===== src/logic/qm_pkg.sv =====
package qm_pkg;

    // one pending request.
    typedef struct packed {
        logic [3:0] tag;
        logic [1:0] prio; // 3 is highest.
        logic [1:0] age;
    } q_entry_t;

    typedef enum logic [1:0] {
        OP_NOP   = 2'd0,
        OP_PUSH  = 2'd1,
        OP_POP   = 2'd2,
        OP_FLUSH = 2'd3
    } cmd_op_e;

    // command word.
    typedef struct packed {
        cmd_op_e  op;
        q_entry_t entry; // only used by a push.
    } cmd_t;

    localparam int ENTRY_W = $bits(q_entry_t);

    // entry promotes once its age has reached this.
    localparam logic [1:0] AGE_MAX = 2'd3;
    localparam logic [1:0] PRIO_MAX = 2'd3;

endpackage


===== src/logic/cmd_decoder.sv =====
`timescale 1ns/10ps

module cmd_decoder import qm_pkg::*; (
    input  logic       clk,
    input  logic       rst,
    input  logic       cmd_valid,
    input  cmd_t       cmd,
    input  logic       full,
    input  logic       empty,
    input  q_entry_t   head_entry,
    output logic       push,
    output logic       pop,
    output logic       flush,
    output q_entry_t   push_entry,
    output logic       out_valid,
    output q_entry_t   out_entry,
    output logic [7:0] drop_count
);

    logic drop;

    assign push = cmd_valid && (cmd.op == OP_PUSH) && !full;
    assign pop = cmd_valid && (cmd.op == OP_POP) && !empty;
    assign flush = cmd_valid && (cmd.op == OP_FLUSH);
    assign push_entry = cmd.entry;

    // push into full or pop from empty.
    assign drop = cmd_valid && (((cmd.op == OP_PUSH) && full) ||
                                ((cmd.op == OP_POP) && empty));

    always_ff @(posedge clk) begin
        if (rst) begin
            out_valid <= 1'b0;
            drop_count <= '0;
        end else begin
            out_valid <= pop;
            if (drop && (drop_count != 8'hff)) begin
                drop_count <= drop_count + 8'd1; // saturates.
            end
        end
    end

    always_ff @(posedge clk) begin
        if (pop) begin
            out_entry <= head_entry;
        end
    end

    // each output pulse belongs to exactly one pop.
    a_single_pulse: assert property (@(posedge clk) disable iff (rst)
        out_valid && !pop |=> !out_valid)
        else $error("cmd_decoder: out_valid held without a new pop");

endmodule


===== config.mk =====
export PLATFORM = sky130hd
export DESIGN_NAME = cmd_decoder
export DESIGN_NICKNAME = d
export VERILOG_FILES = /design/src/logic/qm_pkg.sv /design/src/logic/cmd_decoder.sv
export SDC_FILE = /design/constraint.sdc
export NUM_CORES = 1
export LEC_CHECK = 0
export ABC_AREA = 1
export BUFFER_PORTS_ARGS = -buffer_cell sky130_fd_sc_hd__buf_4
export CAP_MARGIN = 20
export CELL_PAD_IN_SITES_DETAIL_PLACEMENT = 0
export CELL_PAD_IN_SITES_GLOBAL_PLACEMENT = 1
export CORE_ASPECT_RATIO = 1.5
export CORE_UTILIZATION = 28
export CTS_BUF_LIST = sky130_fd_sc_hd__clkbuf_8
export DETAILED_ROUTE_END_ITERATION = 16
export GPL_TIMING_DRIVEN = 0
export PLACE_DENSITY_LB_ADDON = 0.1
export SLEW_MARGIN = 20
export SYNTH_ARGS = -nofsm -noshare
export SYNTH_HDL_FRONTEND = slang
export SYNTH_SLANG_ARGS = --single-unit

===== constraint.sdc =====
create_clock -name clk -period 1.3 [get_ports clk]
set_clock_uncertainty 0.2 [all_clocks]
set_input_delay 0.325 -clock clk [delete_from_list [all_inputs] [get_ports clk]]
set_output_delay 0.325 -clock clk [all_outputs]
set_load 0.01 [all_outputs]

== After elaboration in Yosys (flattened, before gate mapping) ==
Index checks and enable logic that the tools add are counted.
Cells by class
  $add $sub $neg: 1
  equality and inequality tests: 4
  reductions and logical operators: 12
Operator list (number)
  $logic_and A1 B1 Y1: 9
  $add A8 B1 Y8 const B: 1
  $ne A8 B8 Y1 const B: 1
  $eq A2 B2 Y1 const B: 2
  $eq A2 B1 Y1 const B: 1
  $logic_not A1 Y1: 2
  $logic_or A1 B1 Y1: 1
Word-level totals
  register bits: 17
  input bits: 23
  logic and storage cells: 22

== Longest topological paths before layout ==
  word-level depth: 5
  gate-level depth with buffers: 8
  gate-level depth less buffers: 8

== Worst setup path after synthesis ==
Ideal clock, no wire load.
  kind: input -> register
  start: input cmd[8] (netlist bit)
  end: register out_entry[0] (netlist bit), enable pin
  setup time: 0.378 ns
  data arrival time: 0.991 ns
  data required time: 0.722 ns
  path slack: -0.270 ns
  stages: 3
  path through: inv_1 -> nand3_1 -> nor2_1
Between the ends
  cells in the longest elaborated chain, start to end: 3
RTL lines
  from (decl): line cmd_decoder.sv:7  | input cmd_t cmd,
  $eq A2 B2 Y1: line cmd_decoder.sv:23  | assign pop = cmd_valid && (cmd.op == OP_POP) && !empty;
  $logic_and A1 B1 Y1 (2 in series): line cmd_decoder.sv:23
  named net pop: line cmd_decoder.sv:12  | output logic pop,
  to (signal assigned): line cmd_decoder.sv:45  | out_entry <= head_entry;
  to (decl): line cmd_decoder.sv:16  | output q_entry_t out_entry,
The timed path passes the listed nets, and every way through them passes these cells.
A chain may end at the register's enable or synchronous reset.

== Final worst setup path ==
  start: input full
  end: output push
Between the ends
  cells in the longest elaborated chain, start to end: 2
RTL lines
  from (decl): line cmd_decoder.sv:8  | input logic full,
  $logic_not A1 Y1: line cmd_decoder.sv:22  | assign push = cmd_valid && (cmd.op == OP_PUSH) && !full;
  $logic_and A1 B1 Y1: line cmd_decoder.sv:22
  to (decl): line cmd_decoder.sv:11  | output logic push,
No other way between the ends.

==> results.ini <==
[power_and_ir_drop]
swShare=0.242
p_sw_uw=294
power.density_nw_per_um2=791
p_leak_nw=0.697
seqPwrFrac=0.486
vdd_drop_max_uv=596
intPower_uw=924
p_comb_frac=0.203
pwr-share-clk=0.311

[floorplanning]
core_area_um2=2940
die_h_um=70.7
start_util=0.299
die_w_um=47.8
die_area_um2=3380
rows=24
io_pins=51

[logic_synthesis]
yosysSeqAreaShare=0.477
async_flop_share=0
ys_warn_count=0
syn_area_per_cell_um2=8.39
ys_top_cells_by_area=edfxtp_1 (27%), dfxtp_1 (20%), nand2_1 (8.5%)
synth.most_common_cell=nand2_1
ys_dominant_reg_cell=dfxtp_1
synth_edf_count=8
yosys-top-cells-count=nand2_1 (20), inv_1 (12), nand3_1 (11), nor2_1 (11), dfxtp_1 (9)
yosysTopAreaCell=edfxtp_1
synth_seq_cells=17
synth_cells=105
syn_nets=129
yosysUniqueCellTypes=22
yosysTopAreaCellShare=0.273
synth_area_um2=881

[global_route]
grt_pass1_vias=781
gr-usage-met3=0.0230
grt-ovfl-total=0
antenna_found_initial=0
track_usage=0.136
grt-busiest-layer=met2
grtUsageMet1=0.154
use_met2=0.239
grt_max_degree=11
grt_pass1_wl_um=3420

[setup_path]
critPathRequiredTime_ns=0.77
rr_startpoint=drop_count[1]
r2r_setup_slack_ns=-0.06
cpPeakStageDelay_ns=0.27
crit_family=simple AND/OR/NAND/NOR gates
cp_cell_sequence=buf_8, nor4_4, buf_4
slowest_stage=nor4_4
critical_path.startpoint=full
critPathMaxFanout=2
critPathKind=input pin to primary output
crit_cells=3
r2r-end=drop_count[5]
cp.arrival_ns=0.87
crit_buf_inv=2
rr_worst_depth=8
critPathCaptureType=primary output
setup.worst_path.start_class=input pin
worstSetupEndpoint=push

[run_status]
violations=setup timing
outcome=finished, violations left

[cells_and_area]
finalInstanceArea_um2=1540
area_growth_pct=74.9
drive_above_1_share=0.576
final_core_util=0.523
n_antenna_cell=0
nets=183

[clock_network]
clock_latency_ns=0.25
clock-sinks=17
cts_made_buffers=3
postCtsHoldBufs=0
htree_levels=1
cts-root-buf=clkbuf_8
cts_tree=yes
path_clk_slew_ns=0.07
clock_path_buffers=2

[route]
ant_nets=0
post_drt_via_cell_ratio=4.53
finalWirelength_um=2190
drtIter0Drc=12
drtPass1Iterations=2
avgRoutedWirePerCell_um=11.1
drc=0
vias=893

[sta]
fin_crit_sh=1.07
rsz0062_at_grt=true
hold_violations=0
max_freq_mhz=719
fin_hold_ws_ns=0.0479
finalSetupViolCount=10
relSlewSlack=0.858
worst_pin_slew_ns=0.211
min_period_ns=1.39
drv_slew=0
timing.setup.tns_ns=-0.457
layout_setup_ws_ns=-0.0915

[placed_design]
placed_area_um2=1280
place.port_buffers=42
dp_hpwl_um=1640
gp_congestion=0.769
place_ws_ns=-0.359

[job]
maxCapViolCount=0

[min_path]
min_path_type=input pin to register

## state kept, by name, indices dropped and copies added (netlist names)
register,count
out_valid,1
drop_count,8
out_entry,8
## area by class of cell
type | count | area, µm²
clock inverters | 1 | 3.75
flip-flops and latches | 17 | 448
fillers | 310 | 1400
clock buffers | 3 | 41.3
repair buffers | 49 | 450
well taps | 39 | 48.8
plain buffers | 9 | 71.3
inverters | 13 | 58.8
multi-input cells | 66 | 418
## power groups by stage
| stage | clock network, mW | logic, mW | registers, mW |
|---|---|---|---|
| 2_1_floorplan | 0 | 0.0881 | 0.617 |
| 3_3_place_gp | 0 | 0.196 | 0.611 |
| 3_5_place_dp | 0 | 0.200 | 0.611 |
| 4_1_cts | 0.403 | 0.228 | 0.594 |
| 5_1_grt | 0.418 | 0.272 | 0.595 |
| 6_report | 0.379 | 0.247 | 0.591 |
## per-stage QoR
stage / total power [mW] / instances
after global placement: 0.807 / 186
after CTS: 1.23 / 195
after floorplan: 0.705 / 105
final: 1.22 / 197
after detailed placement: 0.811 / 186
after global routing: 1.29 / 197
## logic make-up after synthesis
family	synth area share
buffers and inverters	0.136
AOI/OAI and AO/OA	0.0426
DFF	0.477
and+or+nand+nor	0.330
adders and majority gates	0.0142
## placed cells by master (no fill, tap or decap), types with 2 or more instances in the layout
cell	Yosys	routed
nand2_4	1	2
nor2_1	11	9
nand2_1	20	19
o21ai_0	2	2
edfxtp_1	8	8
buf_4	8	38
buf_6	1	17
nor2_4	1	3
inv_2	1	4
clkbuf_8	0	3
dfxtp_4	0	7
buf_8	0	3
inv_1	12	8
nand3_4	1	2
nor2_2	2	2
nand4_1	4	4
nand3_1	11	9
nor3_2	0	2
a21oi_1	4	4
nand2_2	2	2
## timing repair
action | 4_1_cts | 5_1_grt
setup buffers | 5 | 2
pin swaps | 7 | 8
endpoints found under the hold margin | 0 | 0
resized for setup | 26 | 25
endpoints found under the setup margin | 17 | 26
## how the worst min path moves through the flow
| stage | end | depth (start not counted) | start | slack [ns] |
|---|---|---|---|---|
| finish | drop_count[3] | 2 | rst | 0.05 |
| global route | out_entry[6] | 1 | head_entry[6] | 0.04 |
| CTS | out_entry[6] | 1 | head_entry[6] | 0.04 |
| detailed placement | out_entry[6] | 1 | head_entry[6] | 0.31 |
| global placement | out_entry[4] | 1 | head_entry[4] | 0.30 |
| floorplan | drop_count[0] | 1 | rst | 0.19 |
## per-layer routing
| layer | share of wire | wire, µm |
|---|---|---|
| met5 | 0 | 0 |
| met2 | 0.56 | 1230 |
| met1 | 0.35 | 770 |
| met4 | 0.016 | 36 |
| met3 | 0.068 | 149 |
Power figures use the tool's default switching activity.
