### src/logic/qm_pkg.sv
package qm_pkg;

    // one pending request.
    typedef struct packed {
        logic [3:0] tag;
        logic [1:0] prio; // 3 is highest.
        logic [1:0] age;
    } q_entry_t;

    typedef enum logic [1:0] {
        OP_NOP   = 2'd0,
        OP_PUSH  = 2'd1,
        OP_POP   = 2'd2,
        OP_FLUSH = 2'd3
    } cmd_op_e;

    // command word.
    typedef struct packed {
        cmd_op_e  op;
        q_entry_t entry; // only used by a push.
    } cmd_t;

    localparam int ENTRY_W = $bits(q_entry_t);

    // entry promotes once its age has reached this.
    localparam logic [1:0] AGE_MAX = 2'd3;
    localparam logic [1:0] PRIO_MAX = 2'd3;

endpackage

### src/logic/aging_unit.sv
`timescale 1ns/10ps

module aging_unit import qm_pkg::*; #(
    parameter int Q_LENGTH = 8
) (
    input  logic                        clk,
    input  logic                        rst,
    input  logic                        age_tick,
    input  logic [Q_LENGTH*ENTRY_W-1:0] entries_flat,
    input  logic [Q_LENGTH-1:0]         valid_mask,
    output logic [Q_LENGTH-1:0]         modify_mask,
    output logic [Q_LENGTH*ENTRY_W-1:0] new_entries_flat
);

    logic [Q_LENGTH*ENTRY_W-1:0] aged_flat;

    // age up, or wrap age and promote.
    always_comb begin
        q_entry_t cur;
        q_entry_t nxt;
        for (int i = 0; i < Q_LENGTH; i++) begin
            cur = q_entry_t'(entries_flat[i*ENTRY_W +: ENTRY_W]);
            nxt = cur;
            if (cur.age < AGE_MAX) begin
                nxt.age = cur.age + 2'd1;
            end else begin
                nxt.age = 2'd0;
                if (cur.prio != PRIO_MAX) begin
                    nxt.prio = cur.prio + 2'd1;
                end
            end
            aged_flat[i*ENTRY_W +: ENTRY_W] = nxt;
        end
    end

    always_ff @(posedge clk) begin
        if (rst) begin
            modify_mask <= '0;
        end else begin
            modify_mask <= age_tick ? valid_mask : '0; // empty slots never touched.
        end
    end

    always_ff @(posedge clk) begin
        new_entries_flat <= aged_flat;
    end

    a_mask_subset: assert property (@(posedge clk) disable iff (rst)
        (modify_mask & ~$past(valid_mask)) == '0)
        else $error("aging_unit: write-back to a slot that was not valid");

    a_mask_idle: assert property (@(posedge clk) disable iff (rst)
        !age_tick |=> modify_mask == '0)
        else $error("aging_unit: write-back without a tick");

endmodule

### config.mk
export PLATFORM = sky130hd
export DESIGN_NAME = aging_unit
export DESIGN_NICKNAME = d
export VERILOG_FILES = /design/src/logic/qm_pkg.sv /design/src/logic/aging_unit.sv
export SDC_FILE = /design/constraint.sdc
export NUM_CORES = 1
export LEC_CHECK = 0
export BUFFER_PORTS_ARGS = -buffer_cell sky130_fd_sc_hd__buf_2
export CAP_MARGIN = 20
export CORE_MARGIN = 1
export CORE_UTILIZATION = 42
export DETAILED_ROUTE_END_ITERATION = 16
export GPL_TIMING_DRIVEN = 0
export PLACE_DENSITY = 0.84
export SYNTH_ARGS = -nofsm -noshare
export SYNTH_HDL_FRONTEND = slang
export SYNTH_SLANG_ARGS = --single-unit
export TNS_END_PERCENT = 20
### constraint.sdc
create_clock -name clk -period 1.3 [get_ports clk]
set_clock_uncertainty 0.2 [all_clocks]
set_input_delay 0.325 -clock clk [delete_from_list [all_inputs] [get_ports clk]]
set_output_delay 0.325 -clock clk [all_outputs]
set_load 0.01 [all_outputs]
**After elaboration in Yosys (flattened, before gate mapping)**

Cells that the tools add are included.

- Word-level logic and storage cells: 60
- Register bits: 72

- Eq/ne operators: 8
- $lt $le $gt $ge: 8
- Add/sub/neg operators: 16
- Reductions and logical operators: 1
- Bitwise logic cells: 1
- Muxes and demuxes: 16

Operators by type and width:

| cell | count |
|---|---|
| $add A2 B1 Y2 const B | 16 |
| $mux W2 | 16 |
| $lt A2 B2 Y1 const B | 8 |
| $ne A2 B2 Y1 const B | 8 |
| $reduce_or A2 Y1 | 1 |
| $not A1 Y1 | 1 |

**Logic depth before layout (Yosys ltp)**

Gate-level depths: netlist of the first run.

- Depth after elaboration: 3
- Mapped depth: 3
- Depth with buffers taken out: 3

**Least setup slack after synthesis of the first run**

OpenSTA, ideal clock, no wires.

- Path kind: input to register
- Start point: input entries_flat[16]
- End point: register new_entries_flat[17]
- Data arrival time: 0.697 ns
- Stages: 2
- Path slack: 0.289 ns
- Required time: 0.986 ns
- Setup time: 0.114 ns
- Buffers on the path: 0
- Cell sequence: ha_1 > nor2b_1

- Cells in the longest elaborated chain, start to end: 1

RTL lines:

| what | RTL line | RTL |
|---|---|---|
| start, declared | aging_unit.sv:9 | `input logic [Q_LENGTH*ENTRY_W-1:0] entries_flat,` |
| $add A2 B1 Y2 / $lt A2 B2 Y1 (equally long branches) | aging_unit.sv:25, aging_unit.sv:24 |  |
| end signal, assigned | aging_unit.sv:45 | `new_entries_flat <= aged_flat;` |
| end, declared | aging_unit.sv:12 | `output logic [Q_LENGTH*ENTRY_W-1:0] new_entries_flat` |

Several ways; a longest one is shown, not always the timed one.
A chain may end at the register's enable or synchronous reset.

**Final worst setup path of the first run**

- Start point: register new_entries_flat[44]
- End point: output new_entries_flat[44]

No word-level cell between the ends.

==> results of run 1 <==
==> cell families (layout without fill, tap and decap cells) <==
family,Yosys count,count (layout)
flops,72,72
simple gates,33,33
fa+ha+maj,16,16
compound gates,16,16
buf+inv,0,213
==> what timing repair did <==
action,4_1_cts,5_1_grt
endpoints found under the setup margin,12,65
hold buffers,51,0
gates cloned,0,0
hold endpoints to repair,51,0
pin swaps,0,0
resized for setup,15,39
==> how the worst max path moves through the flow <==
stage / endpoint / cells after the start / slack [ns]
2_1_floorplan: new_entries_flat[17] / 2 / 0.29
3_3_place_gp: new_entries_flat[19] / 3 / 0.15
3_5_place_dp: new_entries_flat[9] / 3 / 0.13
4_1_cts: new_entries_flat[25] / 1 / -0.0009
5_1_grt: new_entries_flat[46] / 1 / -0.06
6_report: new_entries_flat[44] / 1 / -0.02
==> synthesized netlist by cell type <==
cell and n:
ha_1 16, dfxtp_1 72, nand3b_1 8, and2_1 8, a21o_1 8, nor2b_1 8, nor2b_4 1, o21a_1 8
nor2_1 8
==> metal layers <==
metal	part of all wire, %	up-vias	track usage [%]
li1	-	868	-
met1	32	851	19.03
met2	59	90	48.04
met3	5.3	25	5.051
met4	3.8	0	12.00
met5	0	-	0
==> layout make-up <==
cell class	count	share of cell area [%]
clock buffers	14	4.657
clock inverters	2	1.620
multi-input cells	65	14.14
flip-flops and latches	72	39.79
well taps	52	1.755
repair buffers	197	38.04
==> stage by stage <==
stage	instance area, um2	worst slack, ns	utilization [%]
2_1_floorplan	1966	0.2893	-
3_3_place_gp	2761	0.1489	62.56
3_5_place_dp	2761	0.1253	62.56
4_1_cts	3553	-0.0008519	80.50
5_1_grt	3707	-0.06265	83.99
6_report	3707	-0.01923	83.99
==> flip-flops by register name, summed over array words and instances, names as in the netlist <==
| register | cells |
|---|---|
| modify_mask | 8 |
| new_entries_flat | 64 |
==> power by group through the flow <==
stage | clock [mW] | combinational [mW] | sequential, mW
after floorplan | 0 | 0.0936 | 2.51
after global placement | 0 | 0.445 | 2.42
after detailed placement | 0 | 0.460 | 2.43
after CTS | 2.01 | 0.592 | 2.38
after global routing | 2.13 | 0.702 | 2.42
final | 1.99 | 0.660 | 2.41
==> results.yml, run 1 <==
synthesis:
  synth_top_family_by_area: "simple AND/OR/NAND/NOR gates"
  syn-num-nets: 228
  netlist_area_um2: 1966
  synth_xor_area_share_pct: 0
  synthAdderAreaFrac_pct: 10.18
  yosysSeqAreaShare_pct: 73.33
  yosys.area_share.simple_pct: 10.38
  synth_area_per_cell_um2: 14.35
  synth_top_area_share_pct: 73.33
  ys_ff_latch: 72
  yosysTopAreaCell: "dfxtp_1"
  synth_cells: 137
  synth.area.mux_share_pct: 0
  synth_cell_types: 9
  ys_warn_count: 0
  synth_compound_area_share_pct: 6.111
  synthTopCellsByArea: "dfxtp_1, ha_1, a21o_1"
power:
  p_switching_mw: 1.068
  p_clk_share_pct: 39.4
  p_int_mw: 3.992
  pwr-share-seq_pct: 47.6
  p_leak_nw: 1.844
  ir_drop_mv: 0.9187
  swShare_pct: 21.12
  pwr-share-comb_pct: 13.0
  powerDensity_nw_per_um2: 1365
  power_mw: 5.060
clocking:
  cts_buffers: 9
  cts_setup_buffers: 0
  clock-sinks: 72
  clk_path_buf_depth: 2
  path_clk_slew_ns: 0.07
  htree_num_levels: 3
  tritoncts: "done"
  cts_root_buf: "clkbuf_8"
setup_path:
  crit_path_start: "new_entries_flat[44]"
  crit_family: "flip-flops"
  cp_num_buf_inv: 1
  worstPathCellList: "buf_2"
  crit_path_max_incr_delay_ns: 0.33
  crit_fanout: 1
  cp_data_required_time_ns: 0.77
  worst_setup_path_end_kind: "output pin"
  path_class: "flop to output pin"
  cp-start-kind: "flop"
  cp.arrival_ns: 0.79
  crit_slowest_cell: "dfxtp_1"
sta:
  worst_pin_slew_ns: 0.1542
  setup_viol: 8
  maxSlewHeadroom_pct: 89.68
  setup_slack_ns: -0.01923
  setup-tns-final_ns: -0.05701
  fmax_ghz: 0.7580
  period_needed_ns: 1.319
  min_period_over_period_pct: 101.5
  final_hold_viol_count: 0
  slew_viol_final: 0
  fin_hold_ws_ns: 0.01742
  rsz0062_at_grt: "yes"
detailed_routing:
  drc: 0
  first_iter_violations: 43
  drt-vias-per-instance: 4.562
  wl_um: 6328
  ant_nets: 0
  vias: 1834
  firstDrtPassIters: 4
  post_drt_wl_per_cell_um: 15.74
run_status:
  violations: "negative setup slack"
  status: "finished, violations left"
floorplanning:
  rows: 24
  chipWidth_um: 70.41
  io_pins: 147
  core-area_um2: 4414
  die-area_um2: 4958
  initial_core_util_pct: 44.53
  die_y_um: 70.41
cells_and_area:
  mostFrequentLayoutCells: "buf_2, dlygate4sd3_1, dfxtp_1"
  multi_input_area_um2: 524.3
  final_common_cell: "buf_2"
  drive_gt1_share_pct: 53.71
  antenna-diode-count: 0
  syn2layout_area_growth_pct: 88.61
  n_fill_cell: 227
  nets: 436
  final_cells: 402
  final-seq-area_um2: 1475
global_routing:
  grt-ovfl-total: 0
  track_usage_pct: 22.96
  grt_pass1_wl_um: 8521
  grt_max_degree: 12
  antenna_found_initial: 0
  grt_pass1_vias: 1900
placed_design:
  io_buffers: 146
  gp_congestion: 0.6922
  dpl.hpwl_um: 3540
  placedCellCount: 335
min_path:
  holdPathEnd: "modify_mask[4]"
  hold_depth: 2
  min_from: "valid_mask[4]"
  hold_class: "primary input to flop"
job:
  drv_cap: 0
(Power assumes the default switching activity.)
==> inputs of run 2 (changes only) <==
==> constraint.sdc (replaced) <==
create_clock -name clk -period 1.3 [get_ports clk]
set_clock_uncertainty 0.2 [all_clocks]
set_input_delay 0.065 -clock clk [delete_from_list [all_inputs] [get_ports clk]]
set_output_delay 0.065 -clock clk [all_outputs]
set_load 0.01 [all_outputs]
==> results.yml, run 2 (synthesis gave the netlist of run 1 again) <==
cells_and_area:
  syn2layout_area_growth_pct: 90.01
  final_cells: 425
  largest_reg_flops: 64
  top_regs: "new_entries_flat (64), modify_mask (8)"
  antenna-diode-count: 0
  mostFrequentLayoutCells: "buf_2, dlygate4sd3_1, dfxtp_1"
  final_common_cell: "buf_2"
  drive_gt1_share_pct: 43.16
  top_register: "new_entries_flat"
  n_fill_cell: 227
  nets: 459
  final_area_um2: 3735
setup_path:
  crit_path_start: "entries_flat[0]"
  worst_setup_path_end_kind: "flop"
  cp-start-kind: "primary input"
  crit_path_end: "new_entries_flat[3]"
  cp.arrival_ns: 1.19
  cp_data_required_time_ns: 1.31
  crit_fanout: 3
  path_class: "primary input to flop"
detailed_routing:
  ant_nets: 0
  drt-vias-per-instance: 4.464
  post_drt_wl_per_cell_um: 14.41
  firstDrtPassIters: 4
  wl_um: 6126
  drc: 0
  first_iter_violations: 79
  vias: 1897
sta:
  fmax_ghz: 0.8514
  setup-tns-final_ns: 0
  final_hold_viol_count: 0
  worst_pin_slew_ns: 0.1619
  min_period_over_period_pct: 90.35
  slew_viol_final: 0
  period_needed_ns: 1.175
  rsz0062_at_grt: "no"
  maxSlewHeadroom_pct: 89.18
  setup_viol: 0
floorplanning:
  io_pins: 147
  core-area_um2: 4414
  die-area_um2: 4958
  chipWidth_um: 70.41
  rows: 24
  die_y_um: 70.41
  initial_core_util_pct: 44.53
power:
  ir_drop_mv: 0.8861
  p_leak_nw: 1.887
  powerDensity_nw_per_um2: 1345
global_routing:
  grt_pass1_wl_um: 9321
  antenna_found_initial: 0
  grt_max_degree: 12
  grt-ovfl-total: 0
  grt_pass1_vias: 2033
  track_usage_pct: 25.13
clocking:
  path_clk_slew_ns: 0.07
  tritoncts: "done"
  htree_num_levels: 3
  cts_root_buf: "clkbuf_8"
  clk_path_buf_depth: 2
  clock-sinks: 72
  cts_buffers: 9
placed_design:
  io_buffers: 146
  dpl_cell_area_um2: 2761
  dpl.hpwl_um: 3540
  placedCellCount: 335
  gp_congestion: 0.6922
run_status:
  status: "completed"
min_path:
  hold_class: "primary input to flop"
job:
  drv_cap: 0
-- run 2: cell count changes in the layout (fill, tap and decap cells not counted) --
cell,delta
dfxtp_2,-27
buf_6,-27
buf_2,+27
dfxtp_1,+27
dlygate4sd3_1,+23
-- run 2: final cells by class --
class | instances | area [um2] | area share (%)
repair buffers | 220 | 1471 | 39.40
flip-flops and latches | 72 | 1441 | 38.59
multi-input cells | 65 | 524.3 | 14.04
clock buffers | 14 | 172.7 | 4.623
well taps | 52 | 65.06 | 1.742
clock inverters | 2 | 60.06 | 1.608
-- run 2: layer usage --
metal | GRT usage [%] | wire, um | vias to the layer above
met2 | 51.32 | 3575 | 86
met3 | 5.916 | 339 | 20
met5 | 0 | 0 | -
met1 | 21.83 | 2026 | 873
met4 | 12.67 | 185 | 0
li1 | - | - | 918
-- run 2: where the power goes --
group / switching (mW) / internal (mW)
combinational: 0.272 / 0.382
sequential: 0.0358 / 2.35
clock: 0.745 / 1.24
-- run 2: worst min path at each step --
stage                                start                    to  slack [ns]  cells after the start
after floorplan           entries_flat[12]  new_entries_flat[12]       -0.11                      0
after global placement    entries_flat[21]  new_entries_flat[21]       -0.03                      1
after detailed placement  entries_flat[63]  new_entries_flat[63]       -0.03                      1
after CTS                  entries_flat[4]   new_entries_flat[4]        0.16                      2
after global routing      entries_flat[46]  new_entries_flat[46]        0.18                      2
final                     entries_flat[63]  new_entries_flat[63]        0.18                      2
-- run 2: worst max-delay path, stage by stage --
cell	delay, ns
dlygate4sd3_1	0.55
buf_2	0.15
ha_1	0.23
a21o_1	0.20
-- run 2: timing repair --
item,CTS,global route
resized for setup,0,0
buffers inserted,0,0
hold endpoints to repair,72,0
hold buffers,74,0
-- run 2: metrics by stage --
step | power (mW) | hold WS, ns | utilization [%] | worst slack (ns)
6_report | 5.024 | 0.1828 | 84.61 | 0.1255
5_1_grt | 5.208 | 0.1835 | 84.61 | 0.1311
4_1_cts | 5.028 | 0.1637 | 84.61 | 0.1734
3_5_place_dp | 2.890 | -0.03130 | 62.56 | 0.3853
3_3_place_gp | 2.867 | -0.03323 | 62.56 | 0.4089
2_1_floorplan | 2.603 | -0.1073 | - | 0.5493
